$ cat config.mk
export PLATFORM = sky130hd
export DESIGN_NAME = center_of_mass
export DESIGN_NICKNAME = d
export VERILOG_FILES = /design/src/include/camera_pkg.sv /design/src/hw/center_of_mass.sv
export SDC_FILE = /design/constraint.sdc
export NUM_CORES = 1
export LEC_CHECK = 0
export ABC_AREA = 1
export BUFFER_PORTS_ARGS = -buffer_cell sky130_fd_sc_hd__buf_2
export CORE_MARGIN = 2
export CORE_UTILIZATION = 39
export DETAILED_ROUTE_END_ITERATION = 16
export HOLD_SLACK_MARGIN = 0.1
export SLEW_MARGIN = 15
export SYNTH_ARGS = -nofsm -noshare
export SYNTH_HDL_FRONTEND = slang
export SYNTH_SLANG_ARGS = --single-unit
$ cat constraint.sdc
create_clock -name clk_camera -period 3.1 [get_ports clk_camera]
set_clock_uncertainty 0.1 [all_clocks]
set_input_delay 0.155 -clock clk_camera [delete_from_list [all_inputs] [get_ports clk_camera]]
set_output_delay 0.155 -clock clk_camera [all_outputs]
set_load 0.1 [all_outputs]
$ cat src/include/camera_pkg.sv
package camera_pkg;

   // stored frame geometry
   localparam int FRAME_W   = 320;
   localparam int FRAME_H   = 180;
   localparam int FB_DEPTH  = FRAME_W * FRAME_H;
   // 57600 words need 16 address bits
   localparam int FB_ADDR_W = $clog2(FB_DEPTH);

   // raster count widths, shared by camera and drawing side
   localparam int HCOUNT_W = 11;
   localparam int VCOUNT_W = 10;

   // inclusive window on the widened red channel
   localparam logic [7:0] RED_LOWER = 8'hA0;
   localparam logic [7:0] RED_UPPER = 8'hF0;

   // drawing raster is the frame scaled up by 4 in each direction
   localparam int SCALE_SHIFT = 2;
   localparam int DRAW_W      = 1280;
   localparam int DRAW_H      = 720;

   // centroid arithmetic, 319 * 57600 still fits 26 bits
   localparam int SUM_W = 26;
   localparam int CNT_W = 16;

   // display selector codes
   localparam logic [1:0] MODE_CAMERA    = 2'd0;
   localparam logic [1:0] MODE_MASK      = 2'd1;
   localparam logic [1:0] MODE_CROSSHAIR = 2'd2;
   localparam logic [1:0] MODE_HIGHLIGHT = 2'd3;

   localparam logic [15:0] WHITE_PIXEL = 16'hFFFF;
   localparam logic [15:0] RED_PIXEL   = 16'hF800;

   typedef struct packed {
      logic [4:0] red;
      logic [5:0] green;
      logic [4:0] blue;
   } rgb565_t;

   // one 16-bit word, seen either whole or split into colour fields
   typedef union packed {
      logic [15:0] raw;
      rgb565_t     rgb;
   } pixel_u;

endpackage

$ cat src/hw/center_of_mass.sv
`timescale 1ns/1ps

module center_of_mass import camera_pkg::*; (
   input  logic                clk_camera,
   input  logic                sys_rst_camera,
   input  logic                mask_valid_i,
   input  logic [HCOUNT_W-1:0] mask_hcount_i,
   input  logic [VCOUNT_W-1:0] mask_vcount_i,
   input  logic                mask_bit_i,
   output logic [HCOUNT_W-1:0] com_x_o,
   output logic [VCOUNT_W-1:0] com_y_o,
   output logic                com_valid_o
);

   // accumulators for the frame being received
   logic [SUM_W-1:0]         sum_x;
   logic [SUM_W-1:0]         sum_y;
   logic [CNT_W-1:0]         pix_cnt;
   // sums including the current pixel
   logic [SUM_W-1:0]         next_sum_x;
   logic [SUM_W-1:0]         next_sum_y;
   logic [CNT_W-1:0]         next_cnt;
   logic                     take;
   logic                     frame_end;
   // divider state, busy marks the divide phase
   logic                     busy;
   logic                     start;
   logic                     last;
   logic [$clog2(SUM_W)-1:0] bit_cnt;
   logic [CNT_W-1:0]         divisor;
   logic [CNT_W-1:0]         rem_x;
   logic [CNT_W-1:0]         rem_y;
   logic [SUM_W-1:0]         quo_x;
   logic [SUM_W-1:0]         quo_y;
   logic [CNT_W+SUM_W-1:0]   step_x;
   logic [CNT_W+SUM_W-1:0]   step_y;

   // one restoring step: shift in next dividend bit, subtract if it fits
   function automatic logic [CNT_W+SUM_W-1:0] div_step(
      input logic [CNT_W-1:0] rem,
      input logic [SUM_W-1:0] quo,
      input logic [CNT_W-1:0] den
   );
      logic [CNT_W:0] trial;
      logic [CNT_W:0] diff;
      trial = {rem, quo[SUM_W-1]};
      diff  = trial - {1'b0, den};
      if (trial >= {1'b0, den}) begin
         div_step = {diff[CNT_W-1:0], quo[SUM_W-2:0], 1'b1};
      end else begin
         div_step = {trial[CNT_W-1:0], quo[SUM_W-2:0], 1'b0};
      end
   endfunction

   always_comb begin
      take       = mask_valid_i && mask_bit_i;
      // last pixel of the frame is seen here directly
      frame_end  = mask_valid_i && (mask_hcount_i == HCOUNT_W'(FRAME_W - 1))
                   && (mask_vcount_i == VCOUNT_W'(FRAME_H - 1));
      next_sum_x = take ? sum_x + SUM_W'(mask_hcount_i) : sum_x;
      next_sum_y = take ? sum_y + SUM_W'(mask_vcount_i) : sum_y;
      next_cnt   = take ? pix_cnt + 1'b1 : pix_cnt;
      // empty frame never starts a division
      start      = frame_end && (next_cnt != '0);
      last       = busy && (bit_cnt == '0);
      step_x     = div_step(rem_x, quo_x, divisor);
      step_y     = div_step(rem_y, quo_y, divisor);
   end

   always_ff @(posedge clk_camera) begin
      if (sys_rst_camera) begin
         sum_x       <= '0;
         sum_y       <= '0;
         pix_cnt     <= '0;
         busy        <= 1'b0;
         com_valid_o <= 1'b0;
      end else begin
         // frame end hands the totals to the divider and starts afresh
         if (frame_end) begin
            sum_x   <= '0;
            sum_y   <= '0;
            pix_cnt <= '0;
         end else begin
            sum_x   <= next_sum_x;
            sum_y   <= next_sum_y;
            pix_cnt <= next_cnt;
         end
         if (start) begin
            busy <= 1'b1;
         end else if (last) begin
            busy <= 1'b0;
         end
         // done state lasts one cycle
         com_valid_o <= last;
      end
   end

   // both quotients share one divisor and one bit counter
   always_ff @(posedge clk_camera) begin
      if (start) begin
         divisor <= next_cnt;
         quo_x   <= next_sum_x;
         quo_y   <= next_sum_y;
         rem_x   <= '0;
         rem_y   <= '0;
         bit_cnt <= ($clog2(SUM_W))'(SUM_W - 1);
      end else if (busy) begin
         {rem_x, quo_x} <= step_x;
         {rem_y, quo_y} <= step_y;
         bit_cnt        <= bit_cnt - 1'b1;
      end
      // averages of in-frame coordinates fit the count widths
      if (last) begin
         com_x_o <= step_x[HCOUNT_W-1:0];
         com_y_o <= step_y[VCOUNT_W-1:0];
      end
   end

   // a new frame must not end before the previous division finished
   assert property (@(posedge clk_camera) disable iff (sys_rst_camera)
      frame_end |-> !busy);

endmodule

Word-level counts from Yosys, hierarchy flattened

Cells that the tools add are included.
Widths: inputs -> output; s select.

Register bits after elaboration: 196
Bits of input ports: 25
Output and inout bits: 22
Logic and storage cells: 44

Add/sub/neg operators: 6
Order comparisons: 2
Equal/unequal tests: 2
Muxes and demuxes: 11
Reduce and logical (&&, ||, !) cells: 10

Operators by type and width:

| operator              | count |
|---|---|
| $mux 26               | 6 |
| $mux 42               | 2 |
| $ge 17x16->1          | 2 |
| $sub 16x16->16        | 2 |
| $add 26x10->26        | 1 |
| $add 26x11->26        | 1 |
| $add 16x1->16 const B | 1 |
| $mux 16               | 1 |
| $reduce_bool 16->1    | 1 |
| $eq 11x9->1 const B   | 1 |
| $eq 10x8->1 const B   | 1 |
| $logic_and 1x1->1     | 5 |
| $logic_not 5->1       | 1 |
| $sub 5x1->5 const B   | 1 |
| $reduce_bool 2->1     | 2 |
| $mux 1                | 2 |
| $reduce_or 2->1       | 1 |

Depth between registers and ports, before layout

Gate-level depths: netlist of run 1.

Depth in word-level cells: 5
Mapped depth: 16
Gate-level depth less buffers: 16

Worst setup path before layout of run 1

No wires, ideal clock.

Path kind: reg2reg
Start point: register pix_cnt[0]
End point: register quo_x[0] (enable)
Library setup time: 0.610 ns
Data arrival time: 2.559 ns
Required time: 2.390 ns
Slack: -0.169 ns
Cell stages (with the launch flop): 12
Buffers on the path: 1
Clock period less this slack: 3.269 ns
Path through: dfxtp_1 -> ha_1 -> nand3_1 -> nor2_2 -> nand2_1 -> xor2_1 -> nand3_1 -> nor2_1 -> nand3_4 -> nand2_8 -> buf_4 -> nand2_1

Word-level cells in the longest chain between the ends: 5

RTL lines:

| element                       | line                  | RTL |
|---|---|---|
| start, declared               | center_of_mass.sv:18  | `logic [CNT_W-1:0] pix_cnt;` |
| start signal, assigned        | center_of_mass.sv:86  | `pix_cnt <= next_cnt;` |
| $add 16x1->16                 | center_of_mass.sv:62  | `next_cnt = take ? pix_cnt + 1'b1 : pix_cnt;` |
| $mux 16 *                     | center_of_mass.sv:62  |  |
| $reduce_bool 16->1 *          | center_of_mass.sv:64  | `start = frame_end && (next_cnt != '0);` |
| $logic_and 1x1->1 *           | center_of_mass.sv:64  |  |
| $reduce_bool 2->1 (no line) * | n/a                   |  |
| end signal, assigned          | center_of_mass.sv:102 | `quo_x <= next_sum_x;` |
| end signal, assigned          | center_of_mass.sv:108 | `{rem_x, quo_x} <= step_x;` |
| end, declared                 | center_of_mass.sv:33  | `logic [SUM_W-1:0] quo_x;` |

Mark *: on every way between the ends. The rest lies on a longest branch, timed or not.
A chain may end at the register's enable or synchronous reset.

Worst setup path in the final report of run 1

Start point: register divisor[1]
End point: register rem_x[13]

Word-level cells in the longest chain between the ends: 2
Elaborated cells between the ends (all ways): 3
Classes of those cells: 1 x add/sub; 1 x order compare; 1 x mux

RTL lines:

| element                                               | line                                       | RTL |
|---|---|---|
| start, declared                                       | center_of_mass.sv:30                       | `logic [CNT_W-1:0] divisor;` |
| start signal, assigned                                | center_of_mass.sv:101                      | `divisor <= next_cnt;` |
| $sub 16x16->16 / $ge 17x16->1 (equally long branches) | center_of_mass.sv:47, center_of_mass.sv:48 |  |
| $mux 42 *                                             | center_of_mass.sv:48                       | `if (trial >= {1'b0, den}) begin` |
| end signal, assigned                                  | center_of_mass.sv:108                      |  |
| end, declared                                         | center_of_mass.sv:31                       | `logic [CNT_W-1:0] rem_x;` |

Marks and branches as above.

==> results.json, run 1 <==
{
  "pre_cts_ws_ns": 0.229,
  "grt_pass1_vias": 10100,
  "max_slew.worst_pin.slew_ns": 0.697,
  "netlist_instances": 1633,
  "synth_compound_area_share_pct": 6.77,
  "synthArstFlopShare_pct": 0,
  "drtIter0Drc": 593,
  "avgRoutedWirePerCell_microns": 14.7,
  "slew_headroom_pct": 53.5,
  "synth_fa_ha_area_share_pct": 6.48,
  "syn_avg_cell_area_sq_um": 7.26,
  "final.setup.worst_slack_ns": 0.375,
  "cp_max_fo": 25,
  "hold_depth": 4,
  "slew_viol_final": 0,
  "hold_path.class": "in -> reg",
  "gp_congestion": 0.894,
  "synth_cell_types": 42,
  "diodes": 0,
  "drive_above_1_share_pct": 7.23,
  "drt_pass1_iterations": 5,
  "cts_root_buf": "clkbuf_16",
  "via_per_inst": 5.01,
  "tns_ns": 0,
  "grt_pass1_wl_microns": 50700,
  "synth_top_area_share_pct": 22.5,
  "start_kind": "flop",
  "r2r_start": "divisor[1]",
  "die_h_microns": 178,
  "min_period_over_period_pct": 87.9,
  "grt.total_usage_pct": 20.1,
  "grt_max_degree": 90,
  "powerDensity_nw_per_um2": 407,
  "dieArea_sq_um": 31800,
  "drc_errors": 0,
  "yosysTopAreaCell": "edfxtp_1",
  "finalNetCount": 1758,
  "yosys_warnings": 0,
  "ctsHtreeMaxLevel": 4,
  "synthXorXnorAreaFrac_pct": 3.03,
  "area_delta_synth_final_pct": 10.5,
  "start_util_pct": 39.8,
  "num_vias": 10400,
  "core_area_sq_um": 29800,
  "synth_top_family_by_area": "simple AND/OR/NAND/NOR gates",
  "clock.fmax_mhz": 367,
  "yosysSeqAreaShare_pct": 40.6,
  "critPathArrivalTime_ns": 2.98,
  "synthMuxAreaShare_pct": 0.338,
  "synthFlopType": "dfxtp_1",
  "place_hpwl_microns": 22400,
  "cts_tree": "done",
  "endpoint_kind": "flop",
  "final_antenna_net_count": 0,
  "die_w_microns": 178,
  "critPathRequiredTime_ns": 3.36,
  "netlist_top_cells_count": "nand2_1, inv_1, nor2_1",
  "grt-ovfl-total": 0,
  "synthTopCellsByArea": "edfxtp_1, dfxtp_1, nand2_1",
  "worst_r2r_path_depth": 15,
  "hp-start": "mask_hcount_i[0]",
  "cts_sinks": 196,
  "synthSimpleGateAreaFrac_pct": 34.6,
  "status": "completed",
  "synth_edf_count": 89,
  "clockBufferDepth": 2,
  "rows": 63,
  "syn_nets": 1717,
  "whs_ns": 0.124,
  "criticalPathCategory": "reg -> reg",
  "ir_drop_uv": 310,
  "cts.reportedPaths.clkPinSlew_ns": 0.08,
  "min_to": "sum_x[0]",
  "synth_area_sq_um": 11900,
  "max_cap_violations": 0,
  "pin_count": 47,
  "reg2reg_slack_ns": 0.38,
  "cts_buffers": 17,
  "yosysMostFrequentCell": "nand2_1",
  "clock_latency_ns": 0.45,
  "ys_ff_latch": 196,
  "antenna_found_initial": 0,
  "finalHoldViolCount": 0,
  "reg2reg_to": "rem_x[13]",
  "postCtsSetupBuffers": 0,
  "rsz0062_at_grt": "no",
  "finalCriticalPeriod_ns": 2.72,
  "drt-total-wl_microns": 30600,
  "setup_viol": 0,
  "total_leakage_power_nw": 6.25,
  "numPortBuffers": 46
}
## routing by layer
layer | up-vias | part of all wire, % | global-route usage (%)
met2 | 200 | 46 | 32.8
met5 | - | 0 | 0
li1 | 5380 | - | -
met1 | 4808 | 49 | 27.7
met4 | 0 | 1.5 | 5.39
met3 | 28 | 3.7 | 3.32
## worst max path at each step
stage | startpoint | to | slack [ns] | depth (start not counted)
2_1_floorplan | pix_cnt[0] | quo_x[0] | 0.36 | 11
3_5_place_dp | divisor[1] | rem_x[13] | 0.23 | 15
4_1_cts | divisor[1] | rem_x[13] | 0.22 | 15
5_1_grt | pix_cnt[0] | divisor[3] | 0.05 | 13
6_report | divisor[1] | rem_x[13] | 0.38 | 15
3_3_place_gp | divisor[1] | rem_x[4] | 0.27 | 15
## layout make-up
class	count	area (sq um)
sequential	196	4810
timing repair buffer	69	448
fill	3055	16700
inverter	190	713
clock inverter	13	116
tap	390	488
multi-input combinational	1200	6090
clock buffer	19	443
## registers in the layout (all words and copies together), names as in the netlist
register,flops
pix_cnt,16
sum_y,26
com_valid_o,1
quo_x,26
sum_x,26
com_x_o,11
busy,1
bit_cnt,5
rem_x,16
com_y_o,10
divisor,16
quo_y,26
rem_y,16
## worst max-delay path, cell delays in order, from the launching register on
cell	delay, ns
edfxtp_1	0.47
inv_1	0.11
ha_1	0.31
nand2_1	0.05
o21ai_1	0.24
nand2_1	0.09
nand2_1	0.15
nand2_1	0.10
nand2_1	0.10
nand2_2	0.19
nand2_4	0.30
o21ai_0	0.16
nand3_1	0.10
nand2_1	0.06
nand2_1	0.05
inv_1	0.04
## placed cells by master (no fill, tap or decap), types with 4 or more instances in the layout
cell       instances
or2_2              5
xnor2_1           20
nor4_1             8
xor2_1            21
nand2_1          552
buf_4             17
buf_2             46
nand3b_1          45
nor2_1           131
nand3_1          131
inv_2              4
nor3b_1            4
o21bai_1           7
nor2_2             7
mux2i_1            4
nor3_1            23
nand2_2            4
fa_1               4
clkinv_4           4
clkbuf_16         17
inv_1            185
o21ai_0           53
o21a_1             5
edfxtp_1          89
a21oi_1           74
dfxtp_1          107
o21ai_1            7
nand4_1           25
ha_1              55
## what timing repair did
item / 4_1_cts / 5_1_grt
setup endpoints to repair: 0 / 5
hold buffers: 3 / 0
gates resized for setup: 0 / 1
hold endpoints to repair: 8 / 0
## power breakdown
group / total [W] / switching, W / internal (W)
combinational: 0.000442 / 0.000289 / 0.000153
clock: 0.00216 / 0.00109 / 0.00108
sequential: 0.00273 / 0.0000202 / 0.00271
total: 0.00533 / 0.00140 / 0.00393
## stage by stage
stage,std cells,area [sq um],util (%),power (W)
after CTS,2077,13100,44.0,0.00538
after detailed placement,2042,12500,42.0,0.00322
after global placement,2042,12500,42.0,0.00322
after floorplan,1633,11900,-,0.00309
final,2077,13100,44.0,0.00533
after global routing,2077,13100,44.0,0.00553
## logic make-up after synthesis
kind of cell             Yosys count
AO/OA/AOI/OAI                    152
XOR/XNOR                          41
buffers and inverters            237
AND/OR/NAND/NOR                  944
flip-flops                       196
multiplexers                       4
adder cells (fa/ha/maj)           59
Power figures use the tool's default switching activity.
==> run 2, diff against run 1 <==
--- a/config.mk
+++ b/config.mk
@@ -5,7 +5,6 @@
 export SDC_FILE = /design/constraint.sdc
 export NUM_CORES = 1
 export LEC_CHECK = 0
-export ABC_AREA = 1
 export BUFFER_PORTS_ARGS = -buffer_cell sky130_fd_sc_hd__buf_2
 export CORE_MARGIN = 2
 export CORE_UTILIZATION = 39
==> run 2 against run 1 <==
  * Global-route usage is 1.7 points lower
  * Area after synthesis is 10% lower
  * Count of clock-buffer cells in the layout down 1
  * First-iteration DRC count is 3.7% lower
  * Combinational power grew to 2.6 times the previous value
  * Final cell count fell by 25%
  * Die area decreased by 9.8%
  * Hold slack better by 0.049 ns
  * Sequential cell count is the same
  * Sequential share of layout area increased by 2.9 points
  * Core utilization is 1.2 points higher
  * Routed wire length down 16%
  * Critical path type unchanged
==> results.json, run 2 <==
{
  "status": "completed",
  "grt_use_met1_pct": 24.8,
  "die_w_microns": 169,
  "fillers": 2582,
  "min_period_over_period_pct": 93.5,
  "finalHoldViolCount": 0,
  "dieArea_sq_um": 28700,
  "synthArstFlopShare_pct": 0,
  "place_hpwl_microns": 18000,
  "setup_viol": 0,
  "hold_path.class": "in -> reg",
  "rows": 60,
  "grt.total_usage_pct": 18.5,
  "top_usage_layer": "met2",
  "cts_buffers": 17,
  "core_area_sq_um": 26900,
  "antenna_found_initial": 0,
  "synth_area_sq_um": 10700,
  "use_met2_pct": 29.8,
  "yosysSeqAreaShare_pct": 45.1,
  "syn_avg_cell_area_sq_um": 9.36,
  "cts_root_buf": "clkbuf_16",
  "pin_count": 47,
  "yosysMostFrequentCell": "nor2_1",
  "finalNetCount": 1280,
  "powerDensity_nw_per_um2": 510,
  "hold_depth": 4,
  "gp_congestion": 0.870,
  "clock.fmax_mhz": 345,
  "whs_ns": 0.174,
  "synthTopCellsByArea": "edfxtp_1, dfxtp_1, ha_1",
  "netlist_top_cells_count": "nor2_1, nand2_1, dfxtp_1",
  "cts_sinks": 196,
  "cts_tree": "done",
  "syn_nets": 1224,
  "ctsHtreeMaxLevel": 4,
  "ir_drop_uv": 299,
  "cts.reportedPaths.clkPinSlew_ns": 0.08,
  "slew_viol_final": 0,
  "drc_errors": 0,
  "drt-total-wl_microns": 25800,
  "use_met3_pct": 3.92,
  "drive_above_1_share_pct": 13.2,
  "slew_headroom_pct": 45.6,
  "diodes": 0,
  "finalCriticalPeriod_ns": 2.90,
  "final_common_cell": "nor2_1",
  "postLayoutCoreUtil_pct": 45.2,
  "synth_edf_count": 89,
  "netlist_instances": 1140,
  "max_slew.worst_pin.slew_ns": 0.814,
  "drtIter0Drc": 571,
  "clock_latency_ns": 0.45,
  "critPathArrivalTime_ns": 2.98,
  "avgRoutedWirePerCell_microns": 16.6,
  "synth_cell_types": 65,
  "start_kind": "flop",
  "start_util_pct": 39.7,
  "num_vias": 8514,
  "grt_pass1_wl_microns": 42000,
  "yosysTopAreaCell": "edfxtp_1",
  "grt-ovfl-total": 0,
  "via_per_inst": 5.49,
  "endpoint_kind": "flop",
  "criticalPathCategory": "reg -> reg",
  "drt_pass1_iterations": 7,
  "yosys_warnings": 0,
  "final_cell_mix": "nor2_1, nand2_1, dfxtp_1, o21ai_0, edfxtp_1",
  "final_antenna_net_count": 0,
  "synth_top_area_share_pct": 25.0,
  "worst_r2r_path_depth": 10,
  "ys_ff_latch": 196,
  "design_area_sq_um": 12200,
  "cp_max_fo": 50,
  "area_delta_synth_final_pct": 13.9,
  "tns_ns": 0,
  "clockBufferDepth": 2,
  "place_area_sq_um": 11400,
  "critPathRequiredTime_ns": 3.18,
  "synthFlopType": "dfxtp_1",
  "max_cap_violations": 0,
  "die_h_microns": 169,
  "numPortBuffers": 46,
  "grt_max_degree": 69,
  "total_leakage_power_nw": 4.73,
  "grt_pass1_vias": 8205
}
run 2: changes by cell type after synthesis, sizes merged, moves of 20 or more:
| cell | delta |
|---|---|
| nand2 | -450 |
| inv | -145 |
| nand3 | -100 |
| o21ai | +44 |
| nand3b | -42 |
| xnor2 | +24 |
| a211oi | +20 |
run 2: cell families after synthesis:
logic type,count (synthesis),synth area share [%]
and+or+nand+nor,398,18.2
DFF,196,45.1
adders and majority gates,59,7.20
buffers and inverters,93,3.52
AOI/OAI and AO/OA,300,18.1
xor gates and xnor gates,78,6.40
muxes,16,1.51
run 2: metal layers:
metal  up-vias  share of wire (%)
li1       4247                  -
met1      4059                 48
met2       173                 46
met3        35                4.3
met4         0                1.8
met5         -                  0
run 2: area by class of cell:
| class | instances | area [sq um] | area share [%] |
|---|---|---|---|
| Clock inverter | 14 | 158 | 1.30 |
| Inverter | 44 | 165 | 1.36 |
| Timing Repair Buffer | 86 | 626 | 5.15 |
| Tap cell | 341 | 427 | 3.51 |
| Clock buffer | 18 | 429 | 3.53 |
| Sequential cell | 196 | 4820 | 39.6 |
| Multi-Input combinational cell | 851 | 5530 | 45.5 |
run 2: timing repair:
action / 4_1_cts / 5_1_grt
setup endpoints to repair: 0 / 111
hold buffers: 1 / 0
buffers inserted: 0 / 8
endpoints found under the hold margin: 2 / 0
resized for setup: 0 / 10
run 2: worst paths after layout:
kind                     from         end  slack [ns]
min reg2reg          quo_y[7]  com_y_o[8]        0.36
max reg2reg        pix_cnt[4]   quo_y[13]        0.20
max                pix_cnt[4]   quo_y[13]        0.20
min          mask_hcount_i[1]    sum_x[1]        0.17
run 2: per-stage QoR:
step	total power [W]	worst slack, ns	cells
2_1_floorplan	0.00374	0.137	1140
3_3_place_gp	0.00401	0.175	1508
3_5_place_dp	0.00402	0.128	1508
4_1_cts	0.00624	0.0983	1541
5_1_grt	0.00651	-0.0312	1550
6_report	0.00620	0.202	1550
run 2: power breakdown:
group	leakage (nW)	total, W	switching [W]	internal, W
combinational	2.75	0.00114	0.000660	0.000480
sequential	1.70	0.00285	0.0000747	0.00277
clock	0.284	0.00222	0.00113	0.00108
total	4.73	0.00620	0.00187	0.00434
run 2: worst max-delay path: stages, from the launching register on:
cell     delay [ns]
dfxtp_1        0.46
nand4_1        0.24
nor4_4         0.33
buf_4          0.17
mux2i_1        0.16
nand4_1        0.14
o41ai_4        0.33
buf_4          0.19
buf_12         0.17
buf_12         0.22
o21ai_0        0.12
==> run 3, diff against run 2 <==
--- a/config.mk
+++ b/config.mk
@@ -6,8 +6,8 @@
 export NUM_CORES = 1
 export LEC_CHECK = 0
 export BUFFER_PORTS_ARGS = -buffer_cell sky130_fd_sc_hd__buf_2
-export CORE_MARGIN = 2
 export CORE_UTILIZATION = 39
+export CTS_BUF_LIST = sky130_fd_sc_hd__clkbuf_8
 export DETAILED_ROUTE_END_ITERATION = 16
 export HOLD_SLACK_MARGIN = 0.1
 export SLEW_MARGIN = 15
==> constraint.sdc (replaced) <==
create_clock -name clk_camera -period 3.1 [get_ports clk_camera]
set_clock_uncertainty 0.1 [all_clocks]
set_input_delay 0.465 -clock clk_camera [delete_from_list [all_inputs] [get_ports clk_camera]]
set_output_delay 0.465 -clock clk_camera [all_outputs]
set_load 0.1 [all_outputs]
==> run 3 against run 2 <==
  * First-iteration DRC count down 19%
  * Clock power down 22%
  * Count of clock-buffer cells in the layout down 1
  * Routed wire length down 2.2%
  * Sequential cell count unchanged
  * Sequential share of layout area up 0.61 points
  * Largest cell class unchanged
==> results.json, run 3 (synthesis results as in run 2) <==
{
  "crit_path_top_delay_cell": "edfxtp_1",
  "fillers": 2641,
  "drive_above_1_share_pct": 13.1,
  "max_cap_violations": 0,
  "finalNetCount": 1284,
  "final_cell_mix": "nor2_1, nand2_1, dfxtp_1, o21ai_0, edfxtp_1",
  "total_leakage_power_nw": 4.65,
  "slew_viol_final": 0,
  "max_slew.worst_pin.slew_ns": 0.739,
  "endpoint_kind": "flop",
  "p_int_w": 0.00390,
  "cts_sinks": 196,
  "drt-total-wl_microns": 25200,
  "grt_pass1_wl_microns": 41800,
  "min_period_over_period_pct": 95.2,
  "critPathArrivalTime_ns": 3.24,
  "hold_path.class": "reg -> reg",
  "core_area_sq_um": 26900,
  "p_sw_share_pct": 31.9,
  "cts_tree": "done",
  "final_common_cell": "nor2_1",
  "die_w_microns": 167,
  "dieArea_sq_um": 28000,
  "setup_viol": 0,
  "rows": 60,
  "critPathRequiredTime_ns": 3.38,
  "cts_root_buf": "clkbuf_8",
  "crit_top_cell": "buf_4",
  "numPortBuffers": 46,
  "postLayoutCoreUtil_pct": 44.5,
  "cts_buffers": 17,
  "clockBufferDepth": 2,
  "p_switching_w": 0.00183,
  "clock_latency_ns": 0.49,
  "status": "completed",
  "pin_count": 47,
  "area_delta_synth_final_pct": 12.2,
  "avgRoutedWirePerCell_microns": 16.2,
  "max_stage_delay_ns": 0.43,
  "grt-ovfl-total": 0,
  "crit_path_cell_trace": "inv_1 > ha_1 > nor2b_1 > o31a_1 > o41a_1 > o21a_1 > nor2_1 > clkinvlp_4 > buf_4 > buf_4 > o211ai_1 > a21oi_1",
  "slew_headroom_pct": 50.5,
  "whs_ns": 0.362,
  "criticalPathCategory": "reg -> reg",
  "powerDensity_nw_per_um2": 479,
  "grt_pass1_vias": 8164,
  "p_seq_share_pct": 49.6,
  "die_h_microns": 167,
  "place_area_sq_um": 11500,
  "finalHoldViolCount": 0,
  "post-place-cells": 1518,
  "place_hpwl_microns": 18100,
  "drc_errors": 0,
  "start_kind": "flop",
  "clkPwrFrac_pct": 30.2,
  "final_cells": 1554,
  "drtIter0Drc": 463,
  "grt_max_degree": 69,
  "diodes": 0,
  "cts.reportedPaths.clkPinSlew_ns": 0.12,
  "start_util_pct": 39.7,
  "combPwrFrac_pct": 20.2,
  "ir_drop_uv": 236,
  "ctsHtreeMaxLevel": 4,
  "gp_congestion": 0.871,
  "via_per_inst": 5.44,
  "cp_max_fo": 5,
  "num_vias": 8451,
  "drt_pass1_iterations": 5,
  "clock.fmax_mhz": 339,
  "antenna_found_initial": 0,
  "finalCriticalPeriod_ns": 2.95,
  "final_antenna_net_count": 0,
  "grt.total_usage_pct": 18.6,
  "design_area_sq_um": 12000
}
## run 3: cell count changes in the layout (fill, tap and decap cells not counted), moves of 2 or more
cell,change
clkbuf_16,-18
inv_6,-2
inv_12,+2
clkbuf_8,+17
clkinvlp_4,+2
buf_4,+6
## run 3: metal layers
metal	part of all wire [%]	GRT usage, %	vias to the layer above
met5	0	0	-
met4	1.6	5.70	0
met3	3.2	2.74	26
met2	47	30.7	144
met1	48	25.2	4025
li1	-	-	4256
## run 3: layout make-up
| cell class | instances | area, sq um | share of cell area (%) |
|---|---|---|---|
| Multi-Input combinational cell | 851 | 5500 | 46.0 |
| Sequential cell | 196 | 4820 | 40.2 |
| Timing Repair Buffer | 90 | 626 | 5.23 |
| Tap cell | 341 | 427 | 3.57 |
| Clock buffer | 17 | 234 | 1.96 |
| Clock inverter | 15 | 194 | 1.62 |
| Inverter | 44 | 169 | 1.41 |
## run 3: worst paths after layout
| kind | startpoint | endpoint | slack [ns] | cells past startpoint |
|---|---|---|---|---|
| setup / recovery | divisor[1] | rem_x[0] | 0.15 | 12 |
| hold / removal | quo_x[9] | com_x_o[10] | 0.36 | 0 |
| setup reg to reg | divisor[1] | rem_x[0] | 0.15 | 12 |
| hold reg to reg | quo_x[9] | com_x_o[10] | 0.36 | 0 |
## run 3: what timing repair did
item	4_1_cts	5_1_grt
gates resized for setup	0	5
setup buffers	0	3
hold buffers	1	0
setup endpoints to repair	0	11
hold endpoints to repair	1	0
## run 3: power by group through the flow
stage | combinational, W | sequential (W) | clock, W
6_report | 0.00116 | 0.00284 | 0.00173
5_1_grt | 0.00130 | 0.00286 | 0.00190
4_1_cts | 0.00113 | 0.00284 | 0.00178
3_5_place_dp | 0.00112 | 0.00290 | 0
3_3_place_gp | 0.00111 | 0.00290 | 0
2_1_floorplan | 0.000863 | 0.00288 | 0
## run 3: critical path: cells and delay by family, from the launching register on
kind	cells	cell delay, ns
flops	1	0.43
fa+ha+maj	1	0.25
buf+inv	4	0.56
simple gates	2	0.39
compound gates	5	1.13
## run 3: metrics by stage
| step | power, W | worst slack, ns | TNS (ns) |
|---|---|---|---|
| 2_1_floorplan | 0.00374 | 0.137 | 0 |
| 3_3_place_gp | 0.00401 | -0.0110 | -0.0189 |
| 3_5_place_dp | 0.00402 | -0.0672 | -0.220 |
| 4_1_cts | 0.00575 | 0.0930 | 0 |
| 5_1_grt | 0.00605 | -0.0241 | -0.0345 |
| 6_report | 0.00574 | 0.149 | 0 |
